===== config.mk =====
export PLATFORM = sky130hd
export DESIGN_NAME = fault_monitor_top
export DESIGN_NICKNAME = d
export VERILOG_FILES = /design/src/rtl/fault_pkg.sv /design/src/rtl/blink_timer.sv /design/src/rtl/color_debounce.sv /design/src/rtl/fault_monitor_top.sv /design/src/rtl/led_slots.sv /design/src/rtl/message_builder.sv /design/src/rtl/patrol_fsm.sv
export SDC_FILE = /design/constraint.sdc
export NUM_CORES = 1
export LEC_CHECK = 0
export BUFFER_PORTS_ARGS = -buffer_cell sky130_fd_sc_hd__buf_2
export CAP_MARGIN = 20
export CORE_MARGIN = 4
export CORE_UTILIZATION = 30
export CTS_BUF_LIST = sky130_fd_sc_hd__clkbuf_8
export CTS_CLUSTER_SIZE = 28
export DETAILED_ROUTE_END_ITERATION = 16
export GPL_ROUTABILITY_DRIVEN = 0
export PLACE_DENSITY_LB_ADDON = 0.2
export SYNTH_ARGS = -nofsm -noshare
export SYNTH_HDL_FRONTEND = slang
export SYNTH_SLANG_ARGS = --single-unit

===== constraint.sdc =====
create_clock -name CLOCK -period 3.1 [get_ports CLOCK]
set_input_delay 0.93 -clock CLOCK [delete_from_list [all_inputs] [get_ports CLOCK]]
set_output_delay 0.93 -clock CLOCK [all_outputs]
set_load 0.05 [all_outputs]

===== src/rtl/fault_pkg.sv =====
// message text is stored byte-reversed so the first character sits in the low byte for an lsb-first transmitter
`default_nettype none

package fault_pkg;

	typedef logic [2:0]  color_t;   // sensor colour code
	typedef logic [2:0]  led_t;     // active low rgb drive
	typedef logic [2:0]  unit_t;    // patrol unit code
	typedef logic [95:0] msg_t;     // up to 12 ascii bytes
	typedef logic [3:0]  nbytes_t;  // bytes in one record
	typedef logic [4:0]  tally_t;   // faults seen so far in a unit
	typedef logic [1:0]  visits_t;  // visits still wanted

	localparam color_t COLOR_WHITE = 3'd0;  // no patch under the sensor
	localparam color_t COLOR_RED   = 3'd1;
	localparam color_t COLOR_GREEN = 3'd2;
	localparam color_t COLOR_BLUE  = 3'd3;

	localparam led_t LED_OFF   = 3'b111;
	localparam led_t LED_RED   = 3'b011;
	localparam led_t LED_GREEN = 3'b101;
	localparam led_t LED_BLUE  = 3'b110;

	localparam unit_t UNIT_MPU = 3'd1;
	localparam unit_t UNIT_PU  = 3'd2;
	localparam unit_t UNIT_W   = 3'd3;
	localparam unit_t UNIT_SSU = 3'd4;

	localparam int TRACK_MAX = 3;  // faults per visit, one per led slot

	localparam logic [47:0] HEAD_MPU = 48'h5550_4D2D_4953;  // "SI-MPU"
	localparam logic [39:0] HEAD_PU  = 40'h55_502D_4953;    // "SI-PU"
	localparam logic [31:0] HEAD_W   = 32'h572D_4953;       // "SI-W"
	localparam logic [47:0] HEAD_SSU = 48'h5553_532D_5246;  // "FR-SSU"

	localparam logic [47:0] TAIL_RED   = 48'h0A23_2D49_462D;  // "-FI-#\n"
	localparam logic [47:0] TAIL_GREEN = 48'h0A23_2D54_432D;  // "-CT-#\n"
	localparam logic [47:0] TAIL_BLUE  = 48'h0A23_2D53_432D;  // "-CS-#\n"

	function automatic led_t color_to_led(input color_t c);
		case (c)
			COLOR_RED:   color_to_led = LED_RED;
			COLOR_GREEN: color_to_led = LED_GREEN;
			COLOR_BLUE:  color_to_led = LED_BLUE;
			default:     color_to_led = LED_OFF;  // white and unused codes stay dark
		endcase
	endfunction

endpackage

`default_nettype wire


===== src/rtl/blink_timer.sv =====
// both cycle parameters must be at least 1 and every on phase restarts at red
`timescale 1ns/1ns
`default_nettype none

module blink_timer #(
	parameter int BLINK_PHASE_CYCLES = 50000000,
	parameter int BLINK_STEP_CYCLES  = 180000
) (
	input  logic              CLOCK,
	input  logic              arst_n,
	input  logic              blink_run,
	output logic              blink_on,
	output fault_pkg::color_t blink_color
);

	import fault_pkg::*;

	localparam int PHASE_W = $clog2(BLINK_PHASE_CYCLES + 1);
	localparam int STEP_W  = $clog2(BLINK_STEP_CYCLES + 1);

	logic [PHASE_W-1:0] phase_cnt;
	logic [STEP_W-1:0]  step_cnt;
	logic               phase_end;
	logic               step_end;

	assign phase_end = (phase_cnt == PHASE_W'(BLINK_PHASE_CYCLES - 1));
	assign step_end  = (step_cnt == STEP_W'(BLINK_STEP_CYCLES - 1));

	always_ff @(posedge CLOCK or negedge arst_n)
	begin
		if (!arst_n)
		begin
			phase_cnt   <= '0;
			step_cnt    <= '0;
			blink_on    <= 1'b1;  // first phase lit
			blink_color <= COLOR_RED;
		end
		else if (!blink_run)
		begin
			phase_cnt   <= '0;  // parked until end of run
			step_cnt    <= '0;
			blink_on    <= 1'b1;
			blink_color <= COLOR_RED;
		end
		else
		begin
			if (phase_end)
			begin
				phase_cnt <= '0;
				blink_on  <= !blink_on;
			end
			else
				phase_cnt <= phase_cnt + PHASE_W'(1);

			if (!blink_on || phase_end)
			begin
				step_cnt    <= '0;
				blink_color <= COLOR_RED;
			end
			else if (step_end)
			begin
				step_cnt <= '0;
				case (blink_color)  // red then green then blue
					COLOR_RED:   blink_color <= COLOR_GREEN;
					COLOR_GREEN: blink_color <= COLOR_BLUE;
					default:     blink_color <= COLOR_RED;
				endcase
			end
			else
				step_cnt <= step_cnt + STEP_W'(1);
		end
	end

endmodule

`default_nettype wire


===== src/rtl/color_debounce.sv =====
// samples count only on color_valid and a run must exceed DEBOUNCE_LEN before one confirm is issued
`timescale 1ns/1ns
`default_nettype none

module color_debounce #(
	parameter int DEBOUNCE_LEN = 15
) (
	input  logic             CLOCK,
	input  logic             arst_n,
	input  fault_pkg::color_t color,
	input  logic             color_valid,
	output logic             confirm,
	output fault_pkg::color_t confirm_color
);

	import fault_pkg::*;

	localparam int RUN_W = $clog2(DEBOUNCE_LEN + 2);  // room for DEBOUNCE_LEN+1

	color_t           prev_color;  // last valid sample
	logic [RUN_W-1:0] run_cnt;     // length of the current run
	logic [RUN_W-1:0] run_next;

	// a new colour starts its own run at one
	assign run_next = (color == prev_color) ? run_cnt + RUN_W'(1) : RUN_W'(1);

	always_ff @(posedge CLOCK or negedge arst_n)
	begin
		if (!arst_n)
		begin
			prev_color <= COLOR_WHITE;
			run_cnt    <= '0;
			confirm    <= 1'b0;
		end
		else
		begin
			confirm <= 1'b0;  // pulse only
			if (color_valid)
			begin
				prev_color <= color;
				if (run_next > RUN_W'(DEBOUNCE_LEN))
				begin
					confirm <= 1'b1;
					run_cnt <= '0;  // next confirm needs a fresh run
				end
				else
					run_cnt <= run_next;
			end
		end
	end

	always_ff @(posedge CLOCK)
	begin
		if (color_valid)
			confirm_color <= color;  // held with the pulse
	end

	a_confirm_pulse: assert property (@(posedge CLOCK) disable iff (!arst_n)
		confirm |=> !confirm)
		else $error("confirm held for two cycles");

endmodule

`default_nettype wire


===== src/rtl/fault_monitor_top.sv =====
// msg_valid and the led update land two cycles after a confirm and the uart and colour sensor sit outside
`timescale 1ns/1ns
`default_nettype none

module fault_monitor_top #(
	parameter int DEBOUNCE_LEN       = 15,
	parameter int BLINK_PHASE_CYCLES = 50000000,
	parameter int BLINK_STEP_CYCLES  = 180000
) (
	input  logic                CLOCK,
	input  logic                arst_n,
	input  logic                in_scan,
	input  fault_pkg::unit_t    unit,
	input  logic                is_stop,
	input  fault_pkg::color_t   color,
	input  logic                color_valid,
	input  logic                tx_done,
	output fault_pkg::led_t     led1,
	output fault_pkg::led_t     led2,
	output fault_pkg::led_t     led3,
	output fault_pkg::msg_t     msg_data,
	output fault_pkg::nbytes_t  msg_bytes,
	output logic [2:0]          msg_repeat,
	output logic                msg_valid,
	output fault_pkg::visits_t  visits_mpu,
	output fault_pkg::visits_t  visits_pu,
	output fault_pkg::visits_t  visits_w
);

	logic              confirm;
	fault_pkg::color_t confirm_color;
	logic              fill_req;
	logic              clear_req;
	logic              report;
	fault_pkg::color_t req_color;    // also the reported colour
	fault_pkg::unit_t  report_unit;
	logic              slot_free;
	logic [1:0]        cleared_n;
	logic              blink_run;
	logic              blink_on;
	fault_pkg::color_t blink_color;

	color_debounce #(
		.DEBOUNCE_LEN (DEBOUNCE_LEN)
	) i_debounce (
		.CLOCK         (CLOCK),
		.arst_n        (arst_n),
		.color         (color),
		.color_valid   (color_valid),
		.confirm       (confirm),
		.confirm_color (confirm_color)
	);

	patrol_fsm i_fsm (
		.CLOCK         (CLOCK),
		.arst_n        (arst_n),
		.in_scan       (in_scan),
		.is_stop       (is_stop),
		.unit          (unit),
		.confirm       (confirm),
		.confirm_color (confirm_color),
		.tx_done       (tx_done),
		.slot_free     (slot_free),
		.fill_req      (fill_req),
		.clear_req     (clear_req),
		.report        (report),
		.req_color     (req_color),
		.report_unit   (report_unit),
		.blink_run     (blink_run),
		.visits_mpu    (visits_mpu),
		.visits_pu     (visits_pu),
		.visits_w      (visits_w)
	);

	led_slots i_leds (
		.CLOCK       (CLOCK),
		.arst_n      (arst_n),
		.fill_req    (fill_req),
		.clear_req   (clear_req),
		.req_color   (req_color),
		.blink_run   (blink_run),
		.blink_on    (blink_on),
		.blink_color (blink_color),
		.slot_free   (slot_free),
		.cleared_n   (cleared_n),
		.led1        (led1),
		.led2        (led2),
		.led3        (led3)
	);

	message_builder i_msg (
		.CLOCK        (CLOCK),
		.arst_n       (arst_n),
		.report       (report),
		.report_unit  (report_unit),
		.report_color (req_color),
		.cleared_n    (cleared_n),
		.msg_data     (msg_data),
		.msg_bytes    (msg_bytes),
		.msg_repeat   (msg_repeat),
		.msg_valid    (msg_valid)
	);

	blink_timer #(
		.BLINK_PHASE_CYCLES (BLINK_PHASE_CYCLES),
		.BLINK_STEP_CYCLES  (BLINK_STEP_CYCLES)
	) i_blink (
		.CLOCK       (CLOCK),
		.arst_n      (arst_n),
		.blink_run   (blink_run),
		.blink_on    (blink_on),
		.blink_color (blink_color)
	);

endmodule

`default_nettype wire


===== src/rtl/led_slots.sv =====
// three led slots filled in order 1 to 3 and cleared by colour while blink mode hides but keeps them
`timescale 1ns/1ns
`default_nettype none

module led_slots (
	input  logic              CLOCK,
	input  logic              arst_n,
	input  logic              fill_req,
	input  logic              clear_req,
	input  fault_pkg::color_t req_color,
	input  logic              blink_run,
	input  logic              blink_on,
	input  fault_pkg::color_t blink_color,
	output logic              slot_free,
	output logic [1:0]        cleared_n,
	output fault_pkg::led_t   led1,
	output fault_pkg::led_t   led2,
	output fault_pkg::led_t   led3
);

	import fault_pkg::*;

	led_t       slots [3];  // stored fault leds
	led_t       req_led;
	led_t       blink_led;
	logic [1:0] match_n;    // slots showing req_led

	assign req_led   = color_to_led(req_color);
	assign blink_led = blink_on ? color_to_led(blink_color) : LED_OFF;
	assign slot_free = (slots[0] == LED_OFF) || (slots[1] == LED_OFF) || (slots[2] == LED_OFF);

	always_comb
	begin
		match_n = 2'd0;
		for (int i = 0; i < 3; i++)
		begin
			if (slots[i] == req_led)
				match_n = match_n + 2'd1;
		end
	end

	// count is ready alongside the request so the record can carry it
	assign cleared_n = clear_req ? match_n : 2'd0;

	always_ff @(posedge CLOCK or negedge arst_n)
	begin
		if (!arst_n)
		begin
			for (int i = 0; i < 3; i++)
				slots[i] <= LED_OFF;
		end
		else if (fill_req)
		begin
			if (slots[0] == LED_OFF)
				slots[0] <= req_led;
			else if (slots[1] == LED_OFF)
				slots[1] <= req_led;
			else if (slots[2] == LED_OFF)
				slots[2] <= req_led;
		end
		else if (clear_req)
		begin
			for (int i = 0; i < 3; i++)
			begin
				if (slots[i] == req_led)
					slots[i] <= LED_OFF;
			end
		end
	end

	assign led1 = blink_run ? blink_led : slots[0];
	assign led2 = blink_run ? blink_led : slots[1];
	assign led3 = blink_run ? blink_led : slots[2];

endmodule

`default_nettype wire


===== src/rtl/message_builder.sv =====
// record payload is only meaningful while msg_valid is high and unknown unit codes give an empty record
`timescale 1ns/1ns
`default_nettype none

module message_builder (
	input  logic                CLOCK,
	input  logic                arst_n,
	input  logic                report,
	input  fault_pkg::unit_t    report_unit,
	input  fault_pkg::color_t   report_color,
	input  logic [1:0]          cleared_n,
	output fault_pkg::msg_t     msg_data,
	output fault_pkg::nbytes_t  msg_bytes,
	output logic [2:0]          msg_repeat,
	output logic                msg_valid
);

	import fault_pkg::*;

	function automatic logic [47:0] color_tail(input color_t c);
		case (c)
			COLOR_RED:   color_tail = TAIL_RED;
			COLOR_GREEN: color_tail = TAIL_GREEN;
			COLOR_BLUE:  color_tail = TAIL_BLUE;
			default:     color_tail = '0;
		endcase
	endfunction

	logic [47:0] tail;
	msg_t        record;
	nbytes_t     nbytes;

	assign tail = color_tail(report_color);

	always_comb
	begin
		case (report_unit)
			UNIT_MPU:
			begin
				record = {tail, HEAD_MPU};
				nbytes = nbytes_t'(12);
			end
			UNIT_PU:
			begin
				record = {8'h00, tail, HEAD_PU};  // top byte unused
				nbytes = nbytes_t'(11);
			end
			UNIT_W:
			begin
				record = {16'h0000, tail, HEAD_W};
				nbytes = nbytes_t'(10);
			end
			UNIT_SSU:
			begin
				record = {tail, HEAD_SSU};
				nbytes = nbytes_t'(12);
			end
			default:
			begin
				record = '0;
				nbytes = '0;
			end
		endcase
	end

	always_ff @(posedge CLOCK or negedge arst_n)
	begin
		if (!arst_n)
			msg_valid <= 1'b0;
		else
			msg_valid <= report;  // one strobe per report
	end

	always_ff @(posedge CLOCK)
	begin
		if (report)
		begin
			msg_data   <= record;
			msg_bytes  <= nbytes;
			msg_repeat <= (report_unit == UNIT_SSU) ? {1'b0, cleared_n} : 3'd1;  // ssu may send 0
		end
	end

endmodule

`default_nettype wire


===== src/rtl/patrol_fsm.sv =====
// STOPPED is final until reset and confirms arriving while tx_done is low are dropped with no queue
`timescale 1ns/1ns
`default_nettype none

module patrol_fsm (
	input  logic                CLOCK,
	input  logic                arst_n,
	input  logic                in_scan,
	input  logic                is_stop,
	input  fault_pkg::unit_t    unit,
	input  logic                confirm,
	input  fault_pkg::color_t   confirm_color,
	input  logic                tx_done,
	input  logic                slot_free,
	output logic                fill_req,
	output logic                clear_req,
	output logic                report,
	output fault_pkg::color_t   req_color,
	output fault_pkg::unit_t    report_unit,
	output logic                blink_run,
	output fault_pkg::visits_t  visits_mpu,
	output fault_pkg::visits_t  visits_pu,
	output fault_pkg::visits_t  visits_w
);

	import fault_pkg::*;

	typedef enum logic [2:0] {IDLE, MPU, PU, W, SSU, STOPPED} state_t;

	state_t     state;
	color_t     last_reported;  // novelty reference
	tally_t     tally_mpu;
	tally_t     tally_pu;
	tally_t     tally_w;
	tally_t     patch_idx;      // patches seen this visit
	logic [1:0] track;          // faults accepted this visit
	logic       revisit;

	tally_t cur_tally;
	unit_t  cur_unit;
	tally_t idx_next;
	logic   in_fault_unit;
	logic   candidate;
	logic   new_patch;
	logic   accept;
	logic   refuse_full;

	always_comb
	begin
		case (state)
			MPU:
			begin
				cur_tally = tally_mpu;
				cur_unit  = UNIT_MPU;
			end
			PU:
			begin
				cur_tally = tally_pu;
				cur_unit  = UNIT_PU;
			end
			W:
			begin
				cur_tally = tally_w;
				cur_unit  = UNIT_W;
			end
			SSU:
			begin
				cur_tally = '0;
				cur_unit  = UNIT_SSU;
			end
			default:
			begin
				cur_tally = '0;
				cur_unit  = '0;
			end
		endcase
	end

	assign in_fault_unit = (state == MPU) || (state == PU) || (state == W);
	assign candidate     = confirm && (confirm_color != COLOR_WHITE) &&
	                       (confirm_color != last_reported) && tx_done;
	assign idx_next      = patch_idx + tally_t'(1);
	assign new_patch     = idx_next > cur_tally;  // not reported on an earlier visit
	assign accept        = in_fault_unit && candidate && new_patch &&
	                       (track < TRACK_MAX) && slot_free;
	assign refuse_full   = in_fault_unit && candidate && new_patch && (track >= TRACK_MAX);
	assign blink_run     = (state == STOPPED);

	always_ff @(posedge CLOCK or negedge arst_n)
	begin
		if (!arst_n)
		begin
			state         <= IDLE;
			last_reported <= COLOR_WHITE;
			tally_mpu     <= '0;
			tally_pu      <= '0;
			tally_w       <= '0;
			visits_mpu    <= visits_t'(1);
			visits_pu     <= visits_t'(1);
			visits_w      <= visits_t'(1);
			patch_idx     <= '0;
			track         <= '0;
			revisit       <= 1'b0;
			fill_req      <= 1'b0;
			clear_req     <= 1'b0;
			report        <= 1'b0;
			req_color     <= COLOR_WHITE;
			report_unit   <= '0;
		end
		else
		begin
			fill_req  <= 1'b0;
			clear_req <= 1'b0;
			report    <= 1'b0;
			if (confirm && (confirm_color == COLOR_WHITE))
				last_reported <= COLOR_WHITE;  // white gap rearms the same colour
			case (state)
				IDLE:
				begin
					if (is_stop)
						state <= STOPPED;
					else if (in_scan)
					begin
						case (unit)
							UNIT_MPU: if (visits_mpu != '0) state <= MPU;
							UNIT_PU:  if (visits_pu != '0) state <= PU;
							UNIT_W:   if (visits_w != '0) state <= W;
							UNIT_SSU: state <= SSU;
							default:  state <= IDLE;  // unknown unit code
						endcase
					end
				end
				MPU, PU, W:
				begin
					if (candidate)
						patch_idx <= idx_next;
					if (refuse_full)
						revisit <= 1'b1;  // more faults than one visit holds
					if (accept)
					begin
						track         <= track + 2'd1;
						last_reported <= confirm_color;
						report        <= 1'b1;
						fill_req      <= 1'b1;
						req_color     <= confirm_color;
						report_unit   <= cur_unit;
						case (state)
							MPU:     tally_mpu <= tally_mpu + tally_t'(1);
							PU:      tally_pu  <= tally_pu + tally_t'(1);
							default: tally_w   <= tally_w + tally_t'(1);
						endcase
					end
					if (!in_scan)
					begin
						state     <= IDLE;
						patch_idx <= '0;
						track     <= '0;
						revisit   <= 1'b0;
						case (state)
							MPU:     visits_mpu <= (revisit || refuse_full) ? 2'd1 : 2'd0;
							PU:      visits_pu  <= (revisit || refuse_full) ? 2'd1 : 2'd0;
							default: visits_w   <= (revisit || refuse_full) ? 2'd1 : 2'd0;
						endcase
					end
				end
				SSU:
				begin
					if (candidate)
					begin
						clear_req     <= 1'b1;  // resolve every matching led
						report        <= 1'b1;
						req_color     <= confirm_color;
						report_unit   <= cur_unit;
						last_reported <= confirm_color;
					end
					if (is_stop)
						state <= STOPPED;
					else if (!in_scan)
						state <= IDLE;
				end
				STOPPED: state <= STOPPED;
				default: state <= IDLE;
			endcase
		end
	end

	// a fill must find a dark slot in led_slots or the fault is lost
	a_fill_has_slot: assert property (@(posedge CLOCK) disable iff (!arst_n)
		fill_req |-> slot_free)
		else $error("fill requested with every slot lit");

endmodule

`default_nettype wire


Yosys cells after proc, flatten, opt, wreduce, memory -nomap -nowiden

Cells that the tools add are included.
W data, S select, Z words.

$add $sub $neg: 10
Equality and inequality tests: 45
Reduce and logical (&&, ||, !) cells: 45
$lt $le $gt $ge: 4
Mux-type cells: 71
Bitwise operators: 2

Operators by type and width:

| cell                    | number |
|---|---|
| $pmux W92 S4            | 1 |
| $pmux W44 S3            | 1 |
| $mux W3                 | 28 |
| $mux W18                | 3 |
| $mux W26                | 2 |
| $pmux W3 S4             | 3 |
| $eq A3 B2 Y1 const B    | 10 |
| $add A26 B1 Y26 const B | 1 |
| $eq A26 B26 Y1 const B  | 1 |
| $add A5 B1 Y5 const B   | 5 |
| $reduce_and A3 Y1       | 8 |
| $eq A3 B3 Y1 const B    | 7 |
| $mux W5                 | 4 |
| $add A18 B1 Y18 const B | 1 |
| $eq A18 B18 Y1 const B  | 1 |
| $mux W9                 | 2 |
| $pmux W3 S2             | 3 |
| $pmux W3 S3             | 2 |
| $ne A2 B1 Y1 const B    | 8 |
| $reduce_bool A2 Y1      | 8 |
| $eq A3 B1 Y1 const B    | 5 |
| $pmux W5 S3             | 1 |
| $eq A3 B3 Y1            | 4 |
| $mux W1                 | 12 |
| other kinds (26)        | 56 |

Output and inout port bits: 119
Bits in registers: 217
Input port bits: 12

Longest topological paths before layout

Gate-level depths: netlist (run 1).

Depth in word-level cells: 10
Depth in mapped cells: 12

Cells and area by module

From an unflattened synthesis (run 1), not the netlist that was laid out.

Cells, all modules: 812
Area total of the unflattened synthesis: 8486.9 um2

Modules (own cells, without submodules):

| module          | area each (um2) | instances | cells each |
|---|---|---|---|
| blink_timer     | 2419.8          | 1         | 246 |
| patrol_fsm      | 2352.3          | 1         | 224 |
| message_builder | 2332.2          | 1         | 203 |
| led_slots       | 823.3           | 1         | 102 |
| color_debounce  | 559.3           | 1         | 37 |

Least setup slack after synthesis (run 1)

Ideal clock, no wire load.

Path type: flip-flop to flip-flop
Start: reg i_fsm.state[1]
End: reg i_fsm.visits_pu[0]
Path slack: 0.376 ns
Data required time: 3.020 ns
Stages on the path, launching flop included: 13
Data arrival time: 2.645 ns
Path buffers: 2
Cells stage by stage: dfrtp_1 > buf_4 > clkbuf_1 > nand2_1 > o21ai_0 > nand2b_1 > ha_1 > and4_1 > nor2b_1 > o311ai_4 > nor2_2 > or3_1 > o22a_1

Cells in the longest elaborated chain, start to end: 8

Ends and longest elaborated chain:

| element                                                              | RTL line          | source |
|---|---|---|
| from (decl)                                                          | patrol_fsm.sv:30  | `state_t state;` |
| from (signal assigned)                                               | patrol_fsm.sv:93  | `state <= IDLE;` |
| from (signal assigned)                                               | patrol_fsm.sv:121 | `state <= STOPPED;` |
| from (signal assigned)                                               | patrol_fsm.sv:125 | `UNIT_MPU: if (visits_mpu != '0) state <= MPU;` |
| parallel branches: the longest is 8 deep, another holds $gt A5 B5 Y1 | -                 |  |
| to (signal assigned)                                                 | patrol_fsm.sv:99  | `visits_pu <= visits_t'(1);` |
| to (signal assigned)                                                 | patrol_fsm.sv:161 | `PU: visits_pu <= (revisit \|\| refuse_full) ? 2'd1 : 2'd0;` |
| to (decl)                                                            | patrol_fsm.sv:22  | `output fault_pkg::visits_t visits_pu,` |

Several ways; the timed one is not identified.
A chain may end at the register's enable or synchronous reset.

Worst setup path after layout (run 1)

Start: reg i_fsm.state[1]
End: out led1[1]

Cells in the longest elaborated chain, start to end: 2

Ends and longest elaborated chain:

| element      | RTL line                | source |
|---|---|---|
| $eq A3 B3 Y1 | patrol_fsm.sv:87        | `assign blink_run = (state == STOPPED);` |
| $mux W3      | led_slots.sv:71         | `assign led1 = blink_run ? blink_led : slots[0];` |
| to (decl)    | fault_monitor_top.sv:18 | `output fault_pkg::led_t led1,` |

No other way between the ends.

==> results.sh, run 1 <==
export IMPL_cp_arrival_ps=2000
export IMPL_crit_path_top_delay_cell="dfrtp_2"
export IMPL_cts_inserted_buffers=17
export IMPL_drive_gt1_share_pct=22.6
export IMPL_ir_drop_mv=0.298
export IMPL_boundaryPins=131
export IMPL_wl_per_cell_microns=13.9
export IMPL_max_freq_mhz=341
export IMPL_track_usage_pct=11.6
export IMPL_register_area_sq_um=4020
export IMPL_synthTopCellsByArea="dfrtp_1 (30%), edfxtp_1 (17%), buf_4 (6.3%), dfstp_2 (4.7%), nor2_1 (4.6%)"
export IMPL_netlist_instances=757
export IMPL_p_int_mw=2.98
export IMPL_relSlewSlack_pct=50.1
export IMPL_synth_cell_types=64
export IMPL_p_sw_mw=1.64
export IMPL_start_util_pct=30.8
export IMPL_grt_max_degree=52
export IMPL_grt_pass1_vias=5141
export IMPL_swShare_pct=35.5
export IMPL_setup_tns_ps=0
export IMPL_clock_skew_ps=19.7
export IMPL_ys_seq_area_share_pct=51.4
export IMPL_post_route_drc_count=0
export IMPL_insertion_delay_ps=450
export IMPL_drtIter0Drc=283
export IMPL_seqPwrFrac_pct=47.1
export IMPL_yosys_area_top_type="dfrtp_1"
export IMPL_place_ws_ps=118
export IMPL_period_minus_slack_ps=2930
export IMPL_grt_overflow=0
export IMPL_synth_area_sq_um=7820
export IMPL_synthArstFlopShare_pct=70.9
export IMPL_synth_edff_count=44
export IMPL_ys_flop_type="dfrtp_1"
export IMPL_fp_dieArea_sq_um=28700
export IMPL_core_sq_um=25400
export IMPL_cp_data_required_time_ps=2170
export IMPL_antenna_cells=0
export IMPL_finalSetupViolCount=0
export IMPL_htree_levels=4
export IMPL_multi_input_area_sq_um=3270
export IMPL_antenna_found_initial=0
export IMPL_hold_buffers=0
export IMPL_die_h_microns=169
export IMPL_power_frac_comb_pct=21.3
export IMPL_cts_sinks=151
export IMPL_cts_root_buf="clkbuf_8"
export IMPL_nets=863
export IMPL_rr_worst_depth=10
export IMPL_synth_warnings=0
export IMPL_antenna_left=0
export IMPL_drt_total_wl_mm=16.4
export IMPL_first_pass_iters=4
export IMPL_crit_path_start_kind="register"
export IMPL_layout_setup_ws_ps=166
export IMPL_clock_path_buffers=2
export IMPL_finalHoldViolCount=0
export IMPL_syn_avg_cell_area_sq_um=10.3
export IMPL_crit_path_end_kind="output pin"
export IMPL_powerDensity_nw_per_um2=525
export IMPL_status="complete, no violations"
export IMPL_grt_setup_unrepaired="false"
export IMPL_cp_cell_sequence="buf_4 -> and3b_1 -> buf_6 -> nand3_1 -> o21a_1 -> buf_2"
export IMPL_cp_slowest_stage_delay_ps=480
export IMPL_area_growth_pct=12.5
export IMPL_netlist_area_leader_share_pct=29.8
export IMPL_fin_crit_sh_pct=94.6
export IMPL_final_common_cell="nor2_1"
export IMPL_ys_seq_elements=151
export IMPL_io_buffers=96
export IMPL_cp_max_fo=17
export IMPL_cts_tree="done"
export IMPL_hpwl_mm=11.8
export IMPL_max_cap_violations=0
export IMPL_dieWidth_microns=169
export IMPL_row_count=58
export IMPL_grt_pass1_wl_mm=26.8
export IMPL_power_leakage_nw=3.83
export IMPL_clkTransAtPathRegs_ps=90
export IMPL_most_common_layout_cells="nor2_1 (95), buf_2 (94), dfrtp_1 (91)"
export IMPL_dr_total_vias=5430
export IMPL_hp_class="primary input to asynchronous set/reset pin"
export IMPL_power_frac_clock_pct=31.6
export IMPL_drv_slew=0
export IMPL_tightest_slew_ps=738
export IMPL_fill_cells=2567
export IMPL_viasPerCell=4.62
export IMPL_path_class="register to output pin"
==> per-stage QoR <==
stage	cell area [sq um]	hold WS (ps)	util [%]	total power [mW]	cells
6_report	8790	389	34.6	4.61	1176
5_1_grt	8790	376	34.6	4.85	1176
4_1_cts	8750	365	34.5	4.67	1173
3_5_place_dp	8370	471	32.9	3.19	1141
3_3_place_gp	8370	472	32.9	3.20	1141
2_1_floorplan	7940	419	-	2.97	790
==> layer usage <==
metal / up-vias / GRT usage, % / wire, microns
met4: 0 / 3.47 / 218
met2: 132 / 18.6 / 7620
met1: 2590 / 15.6 / 7710
li1: 2692 / - / -
met3: 16 / 2.77 / 816
met5: - / 0 / 0
==> power by group through the flow <==
stage	registers [mW]	logic [mW]	clock network, mW
5_1_grt	2.18	1.07	1.60
3_3_place_gp	2.23	0.969	0
4_1_cts	2.19	0.966	1.52
2_1_floorplan	2.24	0.722	0
3_5_place_dp	2.23	0.962	0
6_report	2.17	0.983	1.46
==> worst max-delay path: cells and delay by family, from the launching register on <==
family | cells | cell delay (ps)
buffers and inverters | 3 | 560
flip-flops | 1 | 480
AND/OR/NAND/NOR | 2 | 350
AO/OA/AOI/OAI | 1 | 150
==> state kept, by name, summed over array words and instances, names as in the netlist, 2 cells and up <==
register                  flops
i_blink.blink_color           2
i_blink.phase_cnt            26
i_blink.step_cnt             18
i_debounce.confirm_color      3
i_debounce.prev_color         3
i_debounce.run_cnt            5
i_fsm.last_reported           3
i_fsm.patch_idx               5
i_fsm.report_unit             3
i_fsm.req_color               3
i_fsm.state                   3
i_fsm.tally_mpu               5
i_fsm.tally_pu                5
i_fsm.tally_w                 5
i_fsm.track                   2
i_leds.slots                  9
i_msg.msg_bytes               4
i_msg.msg_data               35
i_msg.msg_repeat              2
==> synth_stat cells, types with 4 or more instances <==
master	number
nor3_1	9
o32a_1	4
dfrtp_1	93
o22a_1	6
and4_1	4
o21ai_0	32
o31ai_1	5
a22o_1	4
mux2_2	14
nand4_1	20
xnor2_1	24
o22ai_1	4
nand2_1	68
inv_1	22
and3b_1	4
o21a_1	9
edfxtp_1	44
nand3_1	38
dfstp_2	14
and3_1	7
buf_2	6
nor2b_1	4
nand2b_1	11
buf_4	66
nor2_1	95
ha_1	18
clkbuf_1	16
xor2_1	40
a21oi_1	21
==> final timing paths <==
kind	from	end	slack, ps
worst max-delay path	i_fsm.state[1]	led1[1]	170
worst min-delay path	arst_n	i_blink.step_cnt[7]	390
worst max register to register	i_fsm.patch_idx[0]	i_fsm.tally_mpu[1]	260
worst min register to register	i_fsm.fill_req	i_leds.slots[8]	490
max in group asynchronous	arst_n	i_leds.slots[6]	1910
min in group CLOCK	i_fsm.fill_req	i_leds.slots[8]	490
==> timing repair <==
action | in CTS | in global routing
endpoints found under the setup margin | 9 | 15
endpoints found under the hold margin | 0 | 0
resized for setup | 1 | 5
pin swaps | 0 | 0
buffers inserted | 0 | 3
==> area by class of cell <==
cell class / instances / area share [%]
sequential: 151 / 45.7
multi-input combinational: 528 / 37.2
timing repair buffer: 113 / 7.16
tap: 330 / 4.70
clock buffer: 18 / 2.82
clock inverter: 14 / 1.54
inverter: 22 / 0.939
==> kinds of logic after synthesis <==
| family | after synthesis | share of synthesized area [%] |
|---|---|---|
| compound gates | 107 | 9.60 |
| xor+xnor | 64 | 7.17 |
| fa+ha+maj | 18 | 2.88 |
| buf+inv | 111 | 8.59 |
| flops | 151 | 51.4 |
| mux | 16 | 2.27 |
| other cells | 1 | 0.0480 |
| simple gates | 289 | 18.1 |
(Power assumes the default switching activity.)
==> run 2: changes to the inputs <==
clock period = 3.7 ns   (was 3.1 ns; I/O delays follow)
==> results.sh, run 2 (synthesized netlist as in run 1, its figures left out) <==
export IMPL_status="complete, no violations"
export IMPL_wl_per_cell_microns=13.9
export IMPL_hold_path_startpoint="i_fsm.tally_pu[4]"
export IMPL_drive_gt1_share_pct=21.5
export IMPL_cp_max_fo=21
export IMPL_cts_tree="done"
export IMPL_boundaryPins=131
export IMPL_power_frac_comb_pct=19.1
export IMPL_finalSetupViolCount=0
export IMPL_power_leakage_nw=3.79
export IMPL_core_sq_um=25400
export IMPL_row_count=58
export IMPL_r2r_start="i_fsm.state[1]"
export IMPL_largestRegisters="i_msg.msg_data x35, i_blink.phase_cnt x26, i_blink.step_cnt x18"
export IMPL_viasPerCell=4.60
export IMPL_path_class="register to output pin"
export IMPL_area_growth_pct=12.2
export IMPL_max_cap_violations=0
export IMPL_antenna_left=0
export IMPL_insertion_delay_ps=450
export IMPL_first_pass_iters=4
export IMPL_io_buffers=96
export IMPL_clkTransAtPathRegs_ps=90
export IMPL_die_h_microns=169
export IMPL_rr_worst_depth=11
export IMPL_drv_slew=0
export IMPL_track_usage_pct=11.5
export IMPL_antenna_found_initial=0
export IMPL_swShare_pct=32.9
export IMPL_grt_pass1_wl_mm=26.6
export IMPL_drtIter0Drc=320
export IMPL_dieWidth_microns=169
export IMPL_finalPower_mw=4.04
export IMPL_grt_setup_unrepaired="false"
export IMPL_cts_setup_buffers=0
export IMPL_finalHoldViolCount=0
export IMPL_cp_data_required_time_ps=2590
export IMPL_min_path_cells=1
export IMPL_min_to="i_fsm.tally_pu[4]"
export IMPL_p_int_mw=2.71
export IMPL_fin_crit_sh_pct=93.3
export IMPL_power_frac_clock_pct=35.5
export IMPL_grt_max_degree=68
export IMPL_cts_resized=0
export IMPL_grt_overflow=0
export IMPL_powerDensity_nw_per_um2=461
export IMPL_crit_path_start_kind="register"
export IMPL_clock_skew_ps=9.80
export IMPL_clock_path_buffers=2
export IMPL_seqPwrFrac_pct=45.4
export IMPL_start_util_pct=30.8
export IMPL_reg2reg_slack_ps=520
export IMPL_post_route_drc_count=0
export IMPL_fp_dieArea_sq_um=28700
export IMPL_r2r_end="i_fsm.visits_w[0]"
export IMPL_drt_total_wl_mm=16.2
export IMPL_cts_inserted_buffers=17
export IMPL_dr_total_vias=5374
export IMPL_period_minus_slack_ps=3450
export IMPL_largest_reg_flops=35
export IMPL_hold_buffers=0
export IMPL_ir_drop_mv=0.241
export IMPL_crit_path_end_kind="output pin"
export IMPL_htree_levels=4
export IMPL_antenna_cells=0
export IMPL_regMostFlops="i_msg.msg_data"
export IMPL_cp_arrival_ps=2340
export IMPL_hp_class="register to register"
export IMPL_place_area_sq_um=8320
export IMPL_cts_sinks=151
export IMPL_most_common_layout_cells="nor2_1 (95), buf_2 (95), dfrtp_1 (93)"
export IMPL_relSlewSlack_pct=55.5
export IMPL_max_freq_mhz=290
export IMPL_nets=854
export IMPL_cts_root_buf="clkbuf_8"
export IMPL_p_sw_mw=1.33
export IMPL_setup_tns_ps=0
export IMPL_grt_pass1_vias=5044
export IMPL_hpwl_mm=11.7
export IMPL_hold_slack_ps=475
export IMPL_final_cell_area_sq_um=8770
export IMPL_tightest_slew_ps=667
==> run 2: cell count changes in the layout (fill, tap and decap cells not counted), moves of 2 or more <==
cell	delta
nor3_2	+2
buf_4	-8
nor3_4	-2
clkinv_8	-2
bufinv_16	+4
dfrtp_1	+2
dfrtp_2	-2
==> run 2: worst max-delay path by stage <==
stage	depth (start not counted)	start	to
after global placement	11	i_fsm.state[1]	i_fsm.visits_w[0]
final	4	i_fsm.state[0]	led1[0]
after detailed placement	11	i_fsm.state[1]	i_fsm.visits_pu[0]
after global routing	4	i_fsm.state[0]	led3[2]
after floorplan	5	i_fsm.state[1]	led1[0]
after CTS	4	i_fsm.state[0]	led1[0]
==> run 2: critical path: stages, from the launching register on <==
cell and delay [ps]:
dfrtp_1 720, and3b_1 590, nand3_1 210, o21a_1 150, buf_2 210
==> run 2: stage by stage <==
step	std cells	worst slack [ps]	util, %
floorplan	790	963	-
global placement	1135	581	32.8
detailed placement	1135	517	32.8
CTS	1167	168	34.5
global route	1167	24.7	34.5
finish	1167	247	34.5
==> run 2: cell type report <==
| class | count | area [sq um] |
|---|---|---|
| clock buffers | 17 | 234 |
| clock inverters | 15 | 216 |
| fillers | 2616 | 16600 |
| inverters | 22 | 82.6 |
| multi-input cells | 528 | 3250 |
| flip-flops and latches | 151 | 4020 |
| well taps | 330 | 413 |
| repair buffers | 104 | 556 |
==> run 2: routing by layer <==
layer	GRT usage, %	share of wire (%)	vias up
met5	0	0	-
met4	4.10	1.6	0
met3	2.17	5.0	19
met2	18.2	45	129
met1	15.8	48	2549
li1	-	-	2677
==> run 2: power groups by stage <==
| stage | Clock (mW) | Sequential, mW | Combinational (mW) |
|---|---|---|---|
| after floorplan | 0 | 1.88 | 0.605 |
| after global placement | 0 | 1.87 | 0.789 |
| after detailed placement | 0 | 1.87 | 0.785 |
| after CTS | 1.50 | 1.84 | 0.788 |
| after global routing | 1.57 | 1.85 | 0.847 |
| final | 1.44 | 1.83 | 0.773 |
